File: src/logic/mem_bridge_pkg.sv
package mem_bridge_pkg;

    // cache line geometry
    localparam int LINE_WORDS = 4;

    // axi len field is beats minus one
    localparam logic [3:0] BURST_LEN = 4'(LINE_WORDS - 1);

    // 4 bytes per beat
    localparam logic [2:0] WORD_SIZE = 3'b010;

    // incrementing burst code
    localparam logic [1:0] BURST_INCR = 2'b01;

    // bit 0 of the id steers read data back to its engine
    localparam logic [3:0] ID_IFETCH = 4'd0;
    localparam logic [3:0] ID_DATA = 4'd1;

    // word 0 sits in the low 32 bits
    typedef logic [LINE_WORDS-1:0][31:0] line_t;

    // one address word, seen raw on the bus or split into fields
    typedef union packed {
        logic [31:0] raw;
        struct packed {
            // line number
            logic [27:0] line;
            // word inside the line
            logic [1:0] word;
            // byte inside the word
            logic [1:0] byte_off;
        } f;
    } addr_u;

endpackage

File: src/logic/rd_bus_if.sv
`timescale 1ns/1ps

interface rd_bus_if;

    // request side, one line per request
    logic [31:0] req_addr;
    logic        req_valid;
    logic        req_ready;

    // data beats back to the engine
    logic [31:0] rdata;
    logic        rlast;
    logic        rvalid;
    logic        rready;

    modport engine (
        output req_addr,
        output req_valid,
        output rready,
        input  req_ready,
        input  rdata,
        input  rlast,
        input  rvalid
    );

    modport arbiter (
        input  req_addr,
        input  req_valid,
        input  rready,
        output req_ready,
        output rdata,
        output rlast,
        output rvalid
    );

endinterface

File: src/logic/wr_bus_if.sv
`timescale 1ns/1ps

interface wr_bus_if;

    // write address
    logic [31:0] awaddr;
    logic        awvalid;
    logic        awready;

    // write data beats
    logic [31:0] wdata;
    logic        wlast;
    logic        wvalid;
    logic        wready;

    // write response
    logic        bvalid;
    logic        bready;

    modport engine (
        output awaddr,
        output awvalid,
        output wdata,
        output wlast,
        output wvalid,
        output bready,
        input  awready,
        input  wready,
        input  bvalid
    );

    modport arbiter (
        input  awaddr,
        input  awvalid,
        input  wdata,
        input  wlast,
        input  wvalid,
        input  bready,
        output awready,
        output wready,
        output bvalid
    );

endinterface

File: src/logic/axi_port_arbiter.sv
`timescale 1ns/1ps

module axi_port_arbiter (
    input  logic        i_clk,
    input  logic        i_rst,
    rd_bus_if.arbiter   irq_rd,
    rd_bus_if.arbiter   drq_rd,
    wr_bus_if.arbiter   drq_wr,
    // read address
    output logic [3:0]  o_arid,
    output logic [31:0] o_araddr,
    output logic [3:0]  o_arlen,
    output logic [2:0]  o_arsize,
    output logic [1:0]  o_arburst,
    output logic [1:0]  o_arlock,
    output logic [3:0]  o_arcache,
    output logic [2:0]  o_arprot,
    output logic        o_arvalid,
    input  logic        i_arready,
    // read data
    input  logic [3:0]  i_rid,
    input  logic [31:0] i_rdata,
    input  logic        i_rlast,
    input  logic        i_rvalid,
    output logic        o_rready,
    // write address
    output logic [3:0]  o_awid,
    output logic [31:0] o_awaddr,
    output logic [3:0]  o_awlen,
    output logic [2:0]  o_awsize,
    output logic [1:0]  o_awburst,
    output logic [1:0]  o_awlock,
    output logic [3:0]  o_awcache,
    output logic [2:0]  o_awprot,
    output logic        o_awvalid,
    input  logic        i_awready,
    // write data
    output logic [3:0]  o_wid,
    output logic [31:0] o_wdata,
    output logic [3:0]  o_wstrb,
    output logic        o_wlast,
    output logic        o_wvalid,
    input  logic        i_wready,
    // write response
    input  logic        i_bvalid,
    output logic        o_bready
);

    // grant held from choice until the ar handshake
    logic gnt_valid_q;
    // 0 instruction side, 1 data side
    logic gnt_dat_q;
    // read data owner from the id
    logic r_sel;

    always_ff @(posedge i_clk) begin
        if (i_rst) begin
            gnt_valid_q <= 1'b0;
            gnt_dat_q <= 1'b0;
        end else if (!gnt_valid_q) begin
            // instruction side first
            if (irq_rd.req_valid) begin
                gnt_valid_q <= 1'b1;
                gnt_dat_q <= 1'b0;
            end else if (drq_rd.req_valid) begin
                gnt_valid_q <= 1'b1;
                gnt_dat_q <= 1'b1;
            end
        end else if (o_arvalid && i_arready) begin
            gnt_valid_q <= 1'b0;
        end
    end

    // ar channel driven from the locked grant
    assign o_arvalid = gnt_valid_q & (gnt_dat_q ? drq_rd.req_valid : irq_rd.req_valid);
    assign o_araddr = gnt_dat_q ? drq_rd.req_addr : irq_rd.req_addr;
    assign o_arid = gnt_dat_q ? mem_bridge_pkg::ID_DATA : mem_bridge_pkg::ID_IFETCH;
    assign o_arlen = mem_bridge_pkg::BURST_LEN;
    assign o_arsize = mem_bridge_pkg::WORD_SIZE;
    assign o_arburst = mem_bridge_pkg::BURST_INCR;
    assign o_arlock = 2'd0;
    assign o_arcache = 4'd0;
    assign o_arprot = 3'd0;
    assign irq_rd.req_ready = gnt_valid_q & ~gnt_dat_q & i_arready;
    assign drq_rd.req_ready = gnt_valid_q & gnt_dat_q & i_arready;

    // r beats steered by id bit 0
    assign r_sel = i_rid[0];
    assign irq_rd.rdata = i_rdata;
    assign irq_rd.rlast = ~r_sel & i_rlast;
    assign irq_rd.rvalid = ~r_sel & i_rvalid;
    assign drq_rd.rdata = i_rdata;
    assign drq_rd.rlast = r_sel & i_rlast;
    assign drq_rd.rvalid = r_sel & i_rvalid;
    assign o_rready = r_sel ? drq_rd.rready : irq_rd.rready;

    // write channels belong to the data side
    assign o_awid = mem_bridge_pkg::ID_DATA;
    assign o_awaddr = drq_wr.awaddr;
    assign o_awlen = mem_bridge_pkg::BURST_LEN;
    assign o_awsize = mem_bridge_pkg::WORD_SIZE;
    assign o_awburst = mem_bridge_pkg::BURST_INCR;
    assign o_awlock = 2'd0;
    assign o_awcache = 4'd0;
    assign o_awprot = 3'd0;
    assign o_awvalid = drq_wr.awvalid;
    assign drq_wr.awready = i_awready;

    // full words only
    assign o_wid = mem_bridge_pkg::ID_DATA;
    assign o_wdata = drq_wr.wdata;
    assign o_wstrb = 4'hf;
    assign o_wlast = drq_wr.wlast;
    assign o_wvalid = drq_wr.wvalid;
    assign drq_wr.wready = i_wready;

    assign drq_wr.bvalid = i_bvalid;
    assign o_bready = drq_wr.bready;

endmodule

File: src/logic/dline_mover.sv
`timescale 1ns/1ps

module dline_mover (
    input  logic                  i_clk,
    input  logic                  i_rst,
    input  logic                  i_valid,
    input  logic                  i_write,
    input  mem_bridge_pkg::addr_u i_addr,
    input  mem_bridge_pkg::line_t i_wline,
    output logic                  o_ready,
    output mem_bridge_pkg::line_t o_rline,
    output logic                  o_done,
    rd_bus_if.engine              rd,
    wr_bus_if.engine              wr
);

    // one-hot state, idle when no flag is set
    // read path
    logic st_ar;
    logic st_rd;
    // write path
    logic st_aw;
    logic st_w;
    logic st_b;
    // done pulse
    logic done_q;

    // aligned address, word field counts beats in both directions
    mem_bridge_pkg::addr_u addr_q;
    // read fill target, or captured write-back line
    mem_bridge_pkg::line_t line_q;

    logic accept;
    logic rbeat;
    logic wbeat;
    logic last_word;

    assign o_ready = ~(st_ar | st_rd | st_aw | st_w | st_b | done_q);
    assign accept = i_valid & o_ready;
    assign rbeat = st_rd & rd.rvalid;
    assign wbeat = st_w & wr.wready;
    assign last_word = ({2'b00, addr_q.f.word} == mem_bridge_pkg::BURST_LEN);

    // read channel
    assign rd.req_valid = st_ar;
    assign rd.req_addr = addr_q.raw;
    assign rd.rready = st_rd;

    // write channel, beats follow the aw handshake
    assign wr.awvalid = st_aw;
    assign wr.awaddr = addr_q.raw;
    assign wr.wvalid = st_w;
    assign wr.wdata = line_q[addr_q.f.word];
    assign wr.wlast = st_w & last_word;
    assign wr.bready = st_b;

    always_ff @(posedge i_clk) begin
        if (i_rst) begin
            st_ar <= 1'b0;
            st_rd <= 1'b0;
            st_aw <= 1'b0;
            st_w <= 1'b0;
            st_b <= 1'b0;
            done_q <= 1'b0;
        end else begin
            done_q <= 1'b0;
            if (accept) begin
                st_aw <= i_write;
                st_ar <= ~i_write;
            end
            // read: address then four beats
            if (st_ar && rd.req_ready) begin
                st_ar <= 1'b0;
                st_rd <= 1'b1;
            end
            if (rbeat && rd.rlast) begin
                st_rd <= 1'b0;
                done_q <= 1'b1;
            end
            // write: address, four beats, then response
            if (st_aw && wr.awready) begin
                st_aw <= 1'b0;
                st_w <= 1'b1;
            end
            if (wbeat && last_word) begin
                st_w <= 1'b0;
                st_b <= 1'b1;
            end
            if (st_b && wr.bvalid) begin
                st_b <= 1'b0;
                done_q <= 1'b1;
            end
        end
    end

    always_ff @(posedge i_clk) begin
        if (accept) begin
            addr_q.f.line <= i_addr.f.line;
            addr_q.f.word <= 2'd0;
            addr_q.f.byte_off <= 2'd0;
            // capture dirty line for write-back
            if (i_write) begin
                line_q <= i_wline;
            end
        end else if (rbeat) begin
            line_q[addr_q.f.word] <= rd.rdata;
            addr_q.f.word <= addr_q.f.word + 2'd1;
        end else if (wbeat) begin
            addr_q.f.word <= addr_q.f.word + 2'd1;
        end
    end

    assign o_rline = line_q;
    assign o_done = done_q;

endmodule

File: src/logic/ifetch_refill.sv
`timescale 1ns/1ps

module ifetch_refill (
    input  logic                  i_clk,
    input  logic                  i_rst,
    input  logic                  i_valid,
    input  mem_bridge_pkg::addr_u i_addr,
    output logic                  o_ready,
    output mem_bridge_pkg::line_t o_line,
    output logic                  o_done,
    rd_bus_if.engine              rd
);

    // phase flags, all low means idle
    logic ar_pend;
    logic fill;
    logic done_q;

    // aligned line address, word field doubles as beat index
    mem_bridge_pkg::addr_u addr_q;
    mem_bridge_pkg::line_t line_q;

    logic accept;
    logic beat;
    logic fill_end;

    assign o_ready = ~(ar_pend | fill | done_q);
    assign accept = i_valid & o_ready;
    assign beat = fill & rd.rvalid;

    // rlast ends the burst, beat count as a backstop
    assign fill_end = rd.rlast | ({2'b00, addr_q.f.word} == mem_bridge_pkg::BURST_LEN);

    // one request per line, held until the arbiter takes it
    assign rd.req_valid = ar_pend;
    assign rd.req_addr = addr_q.raw;
    assign rd.rready = fill;

    always_ff @(posedge i_clk) begin
        if (i_rst) begin
            ar_pend <= 1'b0;
            fill <= 1'b0;
            done_q <= 1'b0;
        end else begin
            // done is a single cycle pulse
            done_q <= 1'b0;
            if (accept) begin
                ar_pend <= 1'b1;
            end
            if (ar_pend && rd.req_ready) begin
                ar_pend <= 1'b0;
                fill <= 1'b1;
            end
            if (beat && fill_end) begin
                fill <= 1'b0;
                done_q <= 1'b1;
            end
        end
    end

    always_ff @(posedge i_clk) begin
        if (accept) begin
            // force line alignment
            addr_q.f.line <= i_addr.f.line;
            addr_q.f.word <= 2'd0;
            addr_q.f.byte_off <= 2'd0;
        end else if (beat) begin
            line_q[addr_q.f.word] <= rd.rdata;
            addr_q.f.word <= addr_q.f.word + 2'd1;
        end
    end

    // buffer only moves on beats, so the line holds after done
    assign o_line = line_q;
    assign o_done = done_q;

endmodule

File: src/logic/mem_bridge.sv
`timescale 1ns/1ps

module mem_bridge (
    input  logic                  i_clk,
    input  logic                  i_rst,
    // instruction cache
    input  logic                  i_if_valid,
    input  logic [31:0]           i_if_addr,
    output logic                  o_if_ready,
    output mem_bridge_pkg::line_t o_if_line,
    output logic                  o_if_done,
    // data cache
    input  logic                  i_dl_valid,
    input  logic                  i_dl_write,
    input  logic [31:0]           i_dl_addr,
    input  mem_bridge_pkg::line_t i_dl_wline,
    output logic                  o_dl_ready,
    output mem_bridge_pkg::line_t o_dl_rline,
    output logic                  o_dl_done,
    // axi3 read address
    output logic [3:0]            o_arid,
    output logic [31:0]           o_araddr,
    output logic [3:0]            o_arlen,
    output logic [2:0]            o_arsize,
    output logic [1:0]            o_arburst,
    output logic [1:0]            o_arlock,
    output logic [3:0]            o_arcache,
    output logic [2:0]            o_arprot,
    output logic                  o_arvalid,
    input  logic                  i_arready,
    // axi3 read data
    input  logic [3:0]            i_rid,
    input  logic [31:0]           i_rdata,
    input  logic                  i_rlast,
    input  logic                  i_rvalid,
    output logic                  o_rready,
    // axi3 write address
    output logic [3:0]            o_awid,
    output logic [31:0]           o_awaddr,
    output logic [3:0]            o_awlen,
    output logic [2:0]            o_awsize,
    output logic [1:0]            o_awburst,
    output logic [1:0]            o_awlock,
    output logic [3:0]            o_awcache,
    output logic [2:0]            o_awprot,
    output logic                  o_awvalid,
    input  logic                  i_awready,
    // axi3 write data and response
    output logic [3:0]            o_wid,
    output logic [31:0]           o_wdata,
    output logic [3:0]            o_wstrb,
    output logic                  o_wlast,
    output logic                  o_wvalid,
    input  logic                  i_wready,
    input  logic                  i_bvalid,
    output logic                  o_bready
);

    // engine to arbiter links
    rd_bus_if if_rd ();
    rd_bus_if dl_rd ();
    wr_bus_if dl_wr ();

    ifetch_refill ifetch_refill_i (
        .i_clk   (i_clk),
        .i_rst   (i_rst),
        .i_valid (i_if_valid),
        .i_addr  (i_if_addr),
        .o_ready (o_if_ready),
        .o_line  (o_if_line),
        .o_done  (o_if_done),
        .rd      (if_rd.engine)
    );

    dline_mover dline_mover_i (
        .i_clk   (i_clk),
        .i_rst   (i_rst),
        .i_valid (i_dl_valid),
        .i_write (i_dl_write),
        .i_addr  (i_dl_addr),
        .i_wline (i_dl_wline),
        .o_ready (o_dl_ready),
        .o_rline (o_dl_rline),
        .o_done  (o_dl_done),
        .rd      (dl_rd.engine),
        .wr      (dl_wr.engine)
    );

    // axi ports match by name
    axi_port_arbiter axi_port_arbiter_i (
        .irq_rd (if_rd.arbiter),
        .drq_rd (dl_rd.arbiter),
        .drq_wr (dl_wr.arbiter),
        .*
    );

endmodule

File: config.mk
export PLATFORM = sky130hd
export DESIGN_NAME = mem_bridge
export DESIGN_NICKNAME = d
export VERILOG_FILES = /design/src/logic/mem_bridge_pkg.sv /design/src/logic/rd_bus_if.sv /design/src/logic/wr_bus_if.sv /design/src/logic/axi_port_arbiter.sv /design/src/logic/dline_mover.sv /design/src/logic/ifetch_refill.sv /design/src/logic/mem_bridge.sv
export SDC_FILE = /design/constraint.sdc
export NUM_CORES = 1
export LEC_CHECK = 0
export ABC_AREA = 1
export BUFFER_PORTS_ARGS = -buffer_cell sky130_fd_sc_hd__buf_2
export CAP_MARGIN = 20
export CORE_AREA = 4 4 248 250
export DETAILED_ROUTE_END_ITERATION = 8
export DIE_AREA = 0 0 252 254
export SYNTH_ARGS = -nofsm -noshare
export SYNTH_HDL_FRONTEND = slang
export SYNTH_SLANG_ARGS = --single-unit
export TNS_END_PERCENT = 30
File: constraint.sdc
create_clock -name i_clk -period 2.9 [get_ports i_clk]
set_input_delay 0.435 -clock i_clk [delete_from_list [all_inputs] [get_ports i_clk]]
set_output_delay 0.435 -clock i_clk [all_outputs]
set_load 0.05 [all_outputs]
==> results by group, run 1 <==
Synth
  – Adder and majority gate portion of the synthesized area: 0.007299
  – Most numerous cell types in the synthesized netlist: sky130_fd_sc_hd__nand2_1, sky130_fd_sc_hd__edfxtp_1, sky130_fd_sc_hd__nand3_1
  – Mux contribution to synthesized area: 0
  – Ranking of synthesized cells by area: sky130_fd_sc_hd__edfxtp_1, sky130_fd_sc_hd__nand2_1, sky130_fd_sc_hd__nand3_1, sky130_fd_sc_hd__buf_4, sky130_fd_sc_hd__o21ai_0
  – Compound-Gate Fraction of Synth Area: 0.04562
  – Dominant cell type by area after synthesis: sky130_fd_sc_hd__edfxtp_1
  – Main flop type after synthesis: sky130_fd_sc_hd__edfxtp_1
  – Warnings from Yosys: 0
  – Synth Instances: 1,198
  – Count leader, synth: sky130_fd_sc_hd__nand2_1
  – Proportion of netlist area held by the largest area contributor: 0.6831
  – Largest family of logic cells by synthesized area: simple AND/OR/NAND/NOR gates
  – Post-synthesis area per instance: 11.45 um2
  – Xor and xnor fraction of the mapped netlist area: 0
  – Cell area after synthesis: 13,710 um2
  – Sequential element share of the synthesized area: 0.7050
  – Share of flip-flops with an asynchronous set or reset: 0
  – Post-Synth Simple-Gate Area: 0.1748
  – Number of distinct library cells after synthesis: 23
  – Count of state elements after synthesis: 327
  – Number of synthesized flops with an enable pin: 312

Timing
  – Tcrit/Tclk final: 0.9419
  – Summed negative setup slack over all endpoints: 0 ns
  – Tightest slew margin relative to the limit: 0.5606
  – Final Skew: 0.01376 ns
  – F_max: 366.1 MHz
  – Setup-violating endpoint count in the final report: 0
  – Final max-slew violation count: 0
  – Least-Margin Pin Slew: 0.6592 ns
  – Unrepaired setup endpoints after global routing: false
  – Hold slack: 0.06964 ns
  – Shortest clock period the worst path allows after layout: 2.732 ns
  – Endpoints failing hold: 0

Final layout
  – Footprint of the multi-input gates: 3387 um2
  – Fill count: 6,101
  – Layout-stage area growth over the synthesis result: 35.38%
  – Share of cells above drive strength 1: 0.3809
  – Final layout net count: 2,032
  – Total non-filler cell area in the finished layout: 18,570 um2
  – Post-route non-filler standard cell count: 2,588
  – Reg area: 9674 um2

CTS
  – CTS tree: done
  – Count of hold-fix buffers inserted at cts: 0
  – PostCTS Resize Cnt: 0
  – Clock transition at the register clock pins on the worst setup and hold paths after CTS: 0.06 ns
  – Buffer depth of the longest clock path: 3
  – Clk_lat worst skew: 0.54 ns
  – Clock sink count: 327
  – Count of buffers added by post-CTS timing repair for setup: 0
  – Master cell of the clock root buffer: sky130_fd_sc_hd__clkbuf_16
  – Maximum level of the CTS H-tree: 2
  – Number of CTS-inserted buffers: 38

Critical path
  – Sum of buffers and inverters on the critical path: 3
  – Kind of launch point of the worst setup path: flip-flop
  – Maximum fanout count along the critical path: 36
  – Delay of the slowest critical-path stage: 0.50 ns
  – Kind of critical path: reg2out
  – Critical Path, Cell by Cell: buf_4 -> ha_2 -> nand2_1 -> inv_1 -> buf_2
  – Data arrival time of the critical path: 2.30 ns
  – Required time of the critical path: 2.47 ns
  – CP endpoint kind: output port
  – Worst-path cell with the longest stage delay: sky130_fd_sc_hd__buf_4
  – Family of cells with the greatest summed delay on the critical path: buffers and inverters

Floorplanning
  – Core Rows: 89
  – Number of primary I/O pins: 653
  – Width of the die: 252 um
  – Die H: 254 um
  – Die area: 64,010 um2
  – Initial core utilization: 0.2324
  – Core area: 59,020 um2

Global routing
  – Global-route wire length before repair: 76.41 mm
  – Global-route total usage across every layer: 0.1600
  – Antenna violations before repair: 6
  – Aggregate global routing overflow: 0
  – Vias in the first global route: 11,675
  – Maximum number of pins on one net before global-route repair: 131

Job
  – Count of max-cap constraint violations: 0

Power and ir drop
  – Relative contribution of the clock network to total power: 0.352
  – Sequential cell fraction of total power: 0.429
  – Switch share: 0.3299
  – Total power divided by cell area: 705.5 nW/um2
  – Switching power total: 4322 uW
  – Relative contribution of combinational cells to total power: 0.220
  – Total power of the final layout: 13,100 uW
  – Worst supply voltage drop on vdd: 512.2 uV
  – Cell leakage power: 0.008217 uW
  – Internal power contribution: 8777 uW

Placement
  – Standard cell area after detailed placement: 17,380 um2
  – Weighted congestion at the end of routability-driven global placement: 0.8470
  – Port Buf Inserts: 586
  – Number of cells after detailed placement: 2,518
  – Detailed-placement wirelength estimate: 39.65 mm

Min path
  – Hold Path Class: in2reg

Routing
  – Total detailed-routing wirelength: 54.74 mm
  – Total DRC errors in the routed layout: 0
  – Count of routing violations after the opening detailed-route iteration: 942
  – Vias per inst: 4.446
  – Detail Route Antenna Nets: 0
  – Routed wire length per instance: 21.15 um
  – Routed vias: 11,506
  – First-pass DRT Iterations: 5

Outcome
  – Result of the run: finished clean
-- power groups by stage --
stage               Combinational [uW]  Clock, uW  Sequential (uW)
CTS                               2900       4750             5610
detailed placement                2900          0             5710
floorplan                         1480          0             6260
global placement                  2870          0             5700
global route                      3040       4950             5630
finish                            2880       4600             5610
-- registers in the layout (all words and copies together), names as in the netlist --
name	count
dline_mover_i.rd.req_addr	30
ifetch_refill_i.o_done	1
ifetch_refill_i.rd.req_addr	30
dline_mover_i.wr.wvalid	1
ifetch_refill_i.o_line	128
ifetch_refill_i.rd.req_valid	1
dline_mover_i.wr.awvalid	1
ifetch_refill_i.rd.rready	1
dline_mover_i.o_rline	128
dline_mover_i.o_done	1
dline_mover_i.rd.req_valid	1
dline_mover_i.rd.rready	1
dline_mover_i.wr.bready	1
axi_port_arbiter_i.gnt_dat_q	1
axi_port_arbiter_i.gnt_valid_q	1
-- per-stage QoR --
step	utilization	setup WS, ns
3_5_place_dp	0.2946	0.7274
4_1_cts	0.3143	0.1053
6_report	0.3146	0.1684
5_1_grt	0.3144	0.08949
2_1_floorplan	-	-0.05937
3_3_place_gp	0.2946	0.7497
-- cell type report --
class,instances,area share
clock inverters,17,0.008693
flip-flops and latches,327,0.5211
diodes,6,0.0008087
multi-input cells,768,0.1824
inverters,29,0.005930
clock buffers,47,0.05418
well taps,773,0.05209
repair buffers,621,0.1748
-- layout by cell type (no fill, tap or decap), types with 2 or more instances in the layout --
cell type	count
sky130_fd_sc_hd__nand2_1	366
sky130_fd_sc_hd__nor2_4	4
sky130_fd_sc_hd__inv_2	2
sky130_fd_sc_hd__clkinv_2	4
sky130_fd_sc_hd__buf_12	4
sky130_fd_sc_hd__clkbuf_1	8
sky130_fd_sc_hd__edfxtp_1	312
sky130_fd_sc_hd__inv_1	26
sky130_fd_sc_hd__nor2_1	76
sky130_fd_sc_hd__buf_4	31
sky130_fd_sc_hd__ha_2	4
sky130_fd_sc_hd__a21oi_1	8
sky130_fd_sc_hd__ha_1	4
sky130_fd_sc_hd__o22ai_1	32
sky130_fd_sc_hd__bufinv_16	3
sky130_fd_sc_hd__o21ai_0	74
sky130_fd_sc_hd__inv_6	2
sky130_fd_sc_hd__dfxtp_1	13
sky130_fd_sc_hd__buf_2	586
sky130_fd_sc_hd__conb_1	55
sky130_fd_sc_hd__nand2_2	4
sky130_fd_sc_hd__diode_2	6
sky130_fd_sc_hd__nand3_1	134
sky130_fd_sc_hd__clkinv_1	8
sky130_fd_sc_hd__clkbuf_16	39
-- final timing paths --
path / from / to / slack [ns] / cells past startpoint
worst min-delay path: i_if_addr[7] / ifetch_refill_i.rd.req_addr[7] / 0.07 / 1
worst min register to register: dline_mover_i.wr.awvalid / dline_mover_i.wr.awvalid / 0.50 / 2
worst max register to register: dline_mover_i.rd.req_addr[3] / dline_mover_i.o_rline[104] / 0.82 / 5
worst max-delay path: dline_mover_i.rd.req_addr[3] / o_wlast / 0.17 / 5
-- metal layers --
layer	up-vias	wire, um	share of wire	GRT usage
met5	-	34	0.00062	0
met4	4	1635	0.030	0.05296
met3	98	5529	0.10	0.04442
met2	697	27280	0.50	0.2778
met1	5499	20260	0.37	0.1924
li1	5208	-	-	-
-- kinds of logic (layout without fill, tap and decap cells) --
logic type	after synthesis	after routing
AO/OA/AOI/OAI	116	116
adder cells (fa/ha/maj)	8	8
buffers and inverters	156	714
flip-flops	327	327
other	2	61
AND/OR/NAND/NOR	589	589
Power figures use the tool's default switching activity.
==> run 2: changes to the inputs <==
- GPL_TIMING_DRIVEN: default -> 0
- REMOVE_ABC_BUFFERS: default -> 1
==> run 2 against run 1 <==
Cell count fell by 0.19%; combinational power increased by 7%; final area is 2.3% higher; routed wire length grew 1.2%; maximum frequency is 2.4% lower; sequential share of layout area fell by 1.1 points; die area is the same; clock skew rose by 0.0091 ns; count of clock-buffer cells in the layout decreased by 3; sequential cell count unchanged; power increased by 1.2%; register-to-register slack worse by 0.61 ns; largest cell class unchanged.
==> results by group, run 2 (synthesis gave the netlist of run 1 again) <==
Critical path
  – Data arrival time of the critical path: 2.36 ns
  – CP endpoint kind: output port
  – Required time of the critical path: 2.47 ns
  – Kind of launch point of the worst setup path: flip-flop
  – Maximum fanout count along the critical path: 26
  – Kind of critical path: reg2out

Timing
  – Shortest clock period the worst path allows after layout: 2.798 ns
  – Final max-slew violation count: 0
  – Setup-violating endpoint count in the final report: 0
  – Unrepaired setup endpoints after global routing: false
  – Least-Margin Pin Slew: 0.9398 ns
  – Tcrit/Tclk final: 0.9649
  – Endpoints failing hold: 0
  – F_max: 357.4 MHz
  – Setup slack after layout: 0.1017 ns
  – Summed negative setup slack over all endpoints: 0 ns
  – Final Skew: 0.02290 ns
  – Tightest slew margin relative to the limit: 0.3715

Placement
  – Number of cells after detailed placement: 2,508
  – Dpl ws: -0.8103 ns
  – Detailed-placement wirelength estimate: 40.48 mm
  – Port Buf Inserts: 586
  – Weighted congestion at the end of routability-driven global placement: 0.8331

Routing
  – Detail Route Antenna Nets: 0
  – Routed wire length per instance: 21.44 um
  – First-pass DRT Iterations: 5
  – Total detailed-routing wirelength: 55.39 mm
  – Total DRC errors in the routed layout: 0
  – Count of routing violations after the opening detailed-route iteration: 884
  – Vias per inst: 4.566
  – Routed vias: 11,794

Power and ir drop
  – Switch share: 0.3306
  – Cell leakage power: 0.008330 uW
  – Worst supply voltage drop on vdd: 703.6 uV
  – Sequential cell fraction of total power: 0.424
  – Internal power contribution: 8873 uW
  – Switching power total: 4382 uW
  – Relative contribution of the clock network to total power: 0.345
  – Total power divided by cell area: 698.0 nW/um2
  – Relative contribution of combinational cells to total power: 0.231

Global routing
  – Maximum number of pins on one net before global-route repair: 78
  – Global-route total usage across every layer: 0.1627
  – Global-route wire length before repair: 77.58 mm
  – Vias in the first global route: 11,906
  – Antenna violations before repair: 5
  – Aggregate global routing overflow: 0

Final layout
  – Commonest cells after routing, fill and taps aside: sky130_fd_sc_hd__buf_2, sky130_fd_sc_hd__nand2_1, sky130_fd_sc_hd__edfxtp_1, sky130_fd_sc_hd__nand3_1, sky130_fd_sc_hd__nor2_1
  – Share of cells above drive strength 1: 0.3821
  – Final layout net count: 2,029
  – Most frequent standard cell in the layout excluding fill and tap cells: sky130_fd_sc_hd__buf_2
  – Layout-stage area growth over the synthesis result: 38.46%
  – Post-route non-filler standard cell count: 2,583

CTS
  – Count of hold-fix buffers inserted at cts: 0
  – Maximum level of the CTS H-tree: 2
  – Buffer depth of the longest clock path: 3
  – Master cell of the clock root buffer: sky130_fd_sc_hd__clkbuf_16
  – CTS tree: done
  – Clock transition at the register clock pins on the worst setup and hold paths after CTS: 0.06 ns
  – Number of CTS-inserted buffers: 37
  – Clk_lat worst skew: 0.54 ns
  – Clock sink count: 327

Floorplanning
  – Core area: 59,020 um2
  – Number of primary I/O pins: 653
  – Initial core utilization: 0.2324
  – Die H: 254 um
  – Die area: 64,010 um2
  – Width of the die: 252 um
  – Core Rows: 89

Min path
  – Hold Path Class: in2reg

Outcome
  – Result of the run: finished clean

Job
  – Count of max-cap constraint violations: 0
[run 2: cell count changes in the layout (fill, tap and decap cells not counted), sizes merged]
cell	before	now
diode	6	4
clkinvlp	0	3
buf	621	618
inv	30	29
clkinv	13	14
clkbuf	47	44
[run 2: through the flow]
stage | cell area (um2) | utilization | total power, uW | hold WS (ns)
2_1_floorplan | 13110 | - | 7612 | 0.4501
3_3_place_gp | 17010 | 0.2882 | 8588 | 0.4691
3_5_place_dp | 17660 | 0.2992 | 8708 | 0.4738
4_1_cts | 18980 | 0.3216 | 13380 | 0.02573
5_1_grt | 18980 | 0.3216 | 13750 | 0.03446
6_report | 18990 | 0.3218 | 13250 | 0.06745
[run 2: what timing repair did]
item                                    CTS  global route
endpoints found under the setup margin  206             0
resized for setup                        14             0
setup buffers                             7             0
[run 2: critical path, stage by stage, from the launching register on]
cell and delay (ns):
sky130_fd_sc_hd__dfxtp_4 0.51, sky130_fd_sc_hd__buf_12 0.23, sky130_fd_sc_hd__ha_4 0.31, sky130_fd_sc_hd__buf_12 0.23
sky130_fd_sc_hd__nand2_1 0.08, sky130_fd_sc_hd__inv_1 0.06, sky130_fd_sc_hd__buf_2 0.26
[run 2: layout make-up]
class,instances,area (um2)
Timing Repair Buffer,618,3603
Clock buffer,44,994.7
Fill cell,6004,40030
Timing Repair inverter,1,7.507
Antenna cell,4,10.01
Clock inverter,19,168.9
Tap cell,773,967.2
Multi-Input combinational cell,768,3437
Inverter,29,122.6
Sequential cell,327,9678
[run 2: worst paths after layout]
path	from	cells past startpoint	slack (ns)	endpoint
max	dline_mover_i.rd.req_addr[3]	6	0.10	o_wlast
max reg2reg	dline_mover_i.rd.req_addr[3]	7	0.21	dline_mover_i.o_rline[45]
min reg2reg	ifetch_refill_i.rd.rready	2	0.49	ifetch_refill_i.rd.rready
min	i_if_addr[9]	1	0.07	ifetch_refill_i.rd.req_addr[9]
[run 2: power by group through the flow]
stage                     logic (uW)  clock network (uW)  registers, uW
after floorplan                 1310                   0           6300
after global placement          2820                   0           5770
after CTS                       3080                4680           5620
after global routing            3230                4880           5640
final                           3070                4570           5610
after detailed placement        2970                   0           5740
[run 2: per-layer routing]
metal	routed length (um)	part of all wire	GRT usage
met1	20270	0.37	0.1890
met2	27360	0.49	0.2853
met3	5593	0.10	0.04421
met4	2165	0.039	0.06589
met5	0	0	0
==> run 3: changes to the inputs <==
- GPL_TIMING_DRIVEN: 0 -> default
==> run 3 against run 2 <==
Sequential cell count did not move; register-to-register slack improved by 0.36 ns; power fell by 1.7%; worst hold slack improved by 0.0071 ns; via count fell by 3.3%; critical endpoint is now o_wdata[16]; sequential share of layout area rose by 0.93 points; largest cell class unchanged; clock power fell by 2%; highest routed layer is now met5; combinational power fell by 5%; maximum frequency rose by 1.8%.
==> results by group, run 3 (synthesis gave the netlist of run 1 again) <==
Critical path
  – Family of cells with the greatest summed delay on the critical path: buffers and inverters
  – Endpoint of the most critical register-to-register path: dline_mover_i.o_rline[73]
  – Data arrival time of the critical path: 2.31 ns
  – Worst-path cell with the longest stage delay: sky130_fd_sc_hd__dfxtp_4
  – CP endpoint kind: output port
  – Critical Path, Cell by Cell: inv_2 -> buf_12 -> o21ai_0 -> o22ai_1 -> buf_2
  – Maximum fanout count along the critical path: 21
  – Worst R2R Path Depth: 5
  – Timing startpoint of the critical path: dline_mover_i.rd.req_addr[2]
  – Worst setup path end: o_wdata[16]
  – Number of cells on the critical path: 5
  – Reg2reg start: dline_mover_i.rd.req_addr[3]
  – Required time of the critical path: 2.47 ns
  – Sum of buffers and inverters on the critical path: 3
  – Kind of launch point of the worst setup path: flip-flop
  – FF-to-FF setup slack: 0.57 ns
  – Kind of critical path: reg2out
  – Delay of the slowest critical-path stage: 0.45 ns

Routing
  – Detail Route Antenna Nets: 0
  – Routed wire length per instance: 20.64 um
  – Count of routing violations after the opening detailed-route iteration: 910
  – Total detailed-routing wirelength: 53.49 mm
  – Routed vias: 11,406
  – Total DRC errors in the routed layout: 0
  – Vias per inst: 4.400
  – First-pass DRT Iterations: 7

Global routing
  – Maximum number of pins on one net before global-route repair: 68
  – Antenna violations before repair: 4
  – Global-route total usage across every layer: 0.1567
  – Global-route wire length before repair: 74.63 mm
  – Aggregate global routing overflow: 0
  – Vias in the first global route: 11,534

CTS
  – Maximum level of the CTS H-tree: 2
  – Count of buffers added by post-CTS timing repair for setup: 0
  – CTS tree: done
  – Buffer depth of the longest clock path: 3
  – Clock transition at the register clock pins on the worst setup and hold paths after CTS: 0.06 ns
  – Clk_lat worst skew: 0.54 ns
  – Clock sink count: 327
  – Count of hold-fix buffers inserted at cts: 0
  – PostCTS Resize Cnt: 0
  – Number of CTS-inserted buffers: 36
  – Master cell of the clock root buffer: sky130_fd_sc_hd__clkbuf_16

Floorplanning
  – Core area: 59,020 um2
  – Die H: 254 um
  – Initial core utilization: 0.2324
  – Die area: 64,010 um2
  – Number of primary I/O pins: 653
  – Width of the die: 252 um
  – Core Rows: 89

Timing
  – Final max-slew violation count: 0
  – Tcrit/Tclk final: 0.9475
  – Least-Margin Pin Slew: 0.6784 ns
  – Unrepaired setup endpoints after global routing: false
  – Setup-violating endpoint count in the final report: 0
  – Endpoints failing hold: 0
  – Tightest slew margin relative to the limit: 0.5477
  – Summed negative setup slack over all endpoints: 0 ns
  – Final Skew: 0.01024 ns
  – Shortest clock period the worst path allows after layout: 2.748 ns
  – F_max: 363.9 MHz

Final layout
  – Final cell utilization of the core: 0.3159
  – Layout-stage area growth over the synthesis result: 35.94%
  – Commonest cells after routing, fill and taps aside: sky130_fd_sc_hd__buf_2, sky130_fd_sc_hd__nand2_1, sky130_fd_sc_hd__edfxtp_1, sky130_fd_sc_hd__nand3_1, sky130_fd_sc_hd__nor2_1
  – Most frequent standard cell in the layout excluding fill and tap cells: sky130_fd_sc_hd__buf_2
  – Share of cells above drive strength 1: 0.3855
  – Final layout net count: 2,036

Placement
  – Port Buf Inserts: 586
  – Detailed-placement wirelength estimate: 38.82 mm
  – Weighted congestion at the end of routability-driven global placement: 0.8377

Job
  – Count of max-cap constraint violations: 0

Outcome
  – Result of the run: finished clean

Power and ir drop
  – Worst supply voltage drop on vdd: 530.6 uV
  – Cell leakage power: 0.008242 uW
  – Total power divided by cell area: 699.0 nW/um2

Min path
  – Hold Path Class: in2reg
## run 3: routing by layer
metal | up-vias | global-route usage | share of wire
met3 | 105 | 0.04063 | 0.097
li1 | 5224 | - | -
met4 | 2 | 0.06305 | 0.037
met5 | - | 0 | 0.00024
met1 | 5374 | 0.1782 | 0.36
met2 | 701 | 0.2811 | 0.50
## run 3: area by class of cell
cell class / count / area (um2)
fillers: 6084 / 40380
flip-flops and latches: 327 / 9674
multi-input cells: 768 / 3387
repair buffers: 627 / 3353
well taps: 773 / 967.2
clock buffers: 44 / 952.2
clock inverters: 21 / 192.7
inverters: 29 / 108.9
diodes: 3 / 7.507
## run 3: power breakdown
part / internal, uW / leakage (uW) / switching [uW] / total, uW
Sequential: 5480 / 0.00302 / 129 / 5610
Combinational: 604 / 0.00467 / 2320 / 2930
Clock: 2620 / 0.000556 / 1880 / 4500
Total: 8700 / 0.00824 / 4330 / 13000
## run 3: how the worst min path moves through the flow
stage	startpoint	endpoint	slack, ns	cells past startpoint
2_1_floorplan	ifetch_refill_i.rd.rready	ifetch_refill_i.rd.rready	0.45	2
3_3_place_gp	dline_mover_i.wr.awvalid	dline_mover_i.wr.awvalid	0.47	2
3_5_place_dp	dline_mover_i.wr.awvalid	dline_mover_i.wr.awvalid	0.48	2
4_1_cts	i_if_addr[26]	ifetch_refill_i.rd.req_addr[26]	0.03	1
5_1_grt	i_if_addr[9]	ifetch_refill_i.rd.req_addr[9]	0.03	1
6_report	i_dl_addr[4]	dline_mover_i.rd.req_addr[4]	0.07	1
## run 3: through the flow
step                total power (uW)  setup slack (ns)  hold slack, ns  cells  cell area, um2
global route                   13530           0.04805         0.03395   2589           18640
finish                         13030            0.1523         0.07454   2592           18640
global placement                8623            0.5785          0.4673   2524           17490
detailed placement              8646            0.5580          0.4830   2524           17490
floorplan                       7612            -1.752          0.4501   1124           13110
CTS                            13190           0.06777         0.02699   2589           18640
## run 3: worst reg2reg max path: cells and delay by family, from the launching register on
kind	cells	cell delay (ns)
adder cells (fa/ha/maj)	1	0.61
flip-flops	1	0.33
buffers and inverters	2	0.82
AND/OR/NAND/NOR	2	0.21
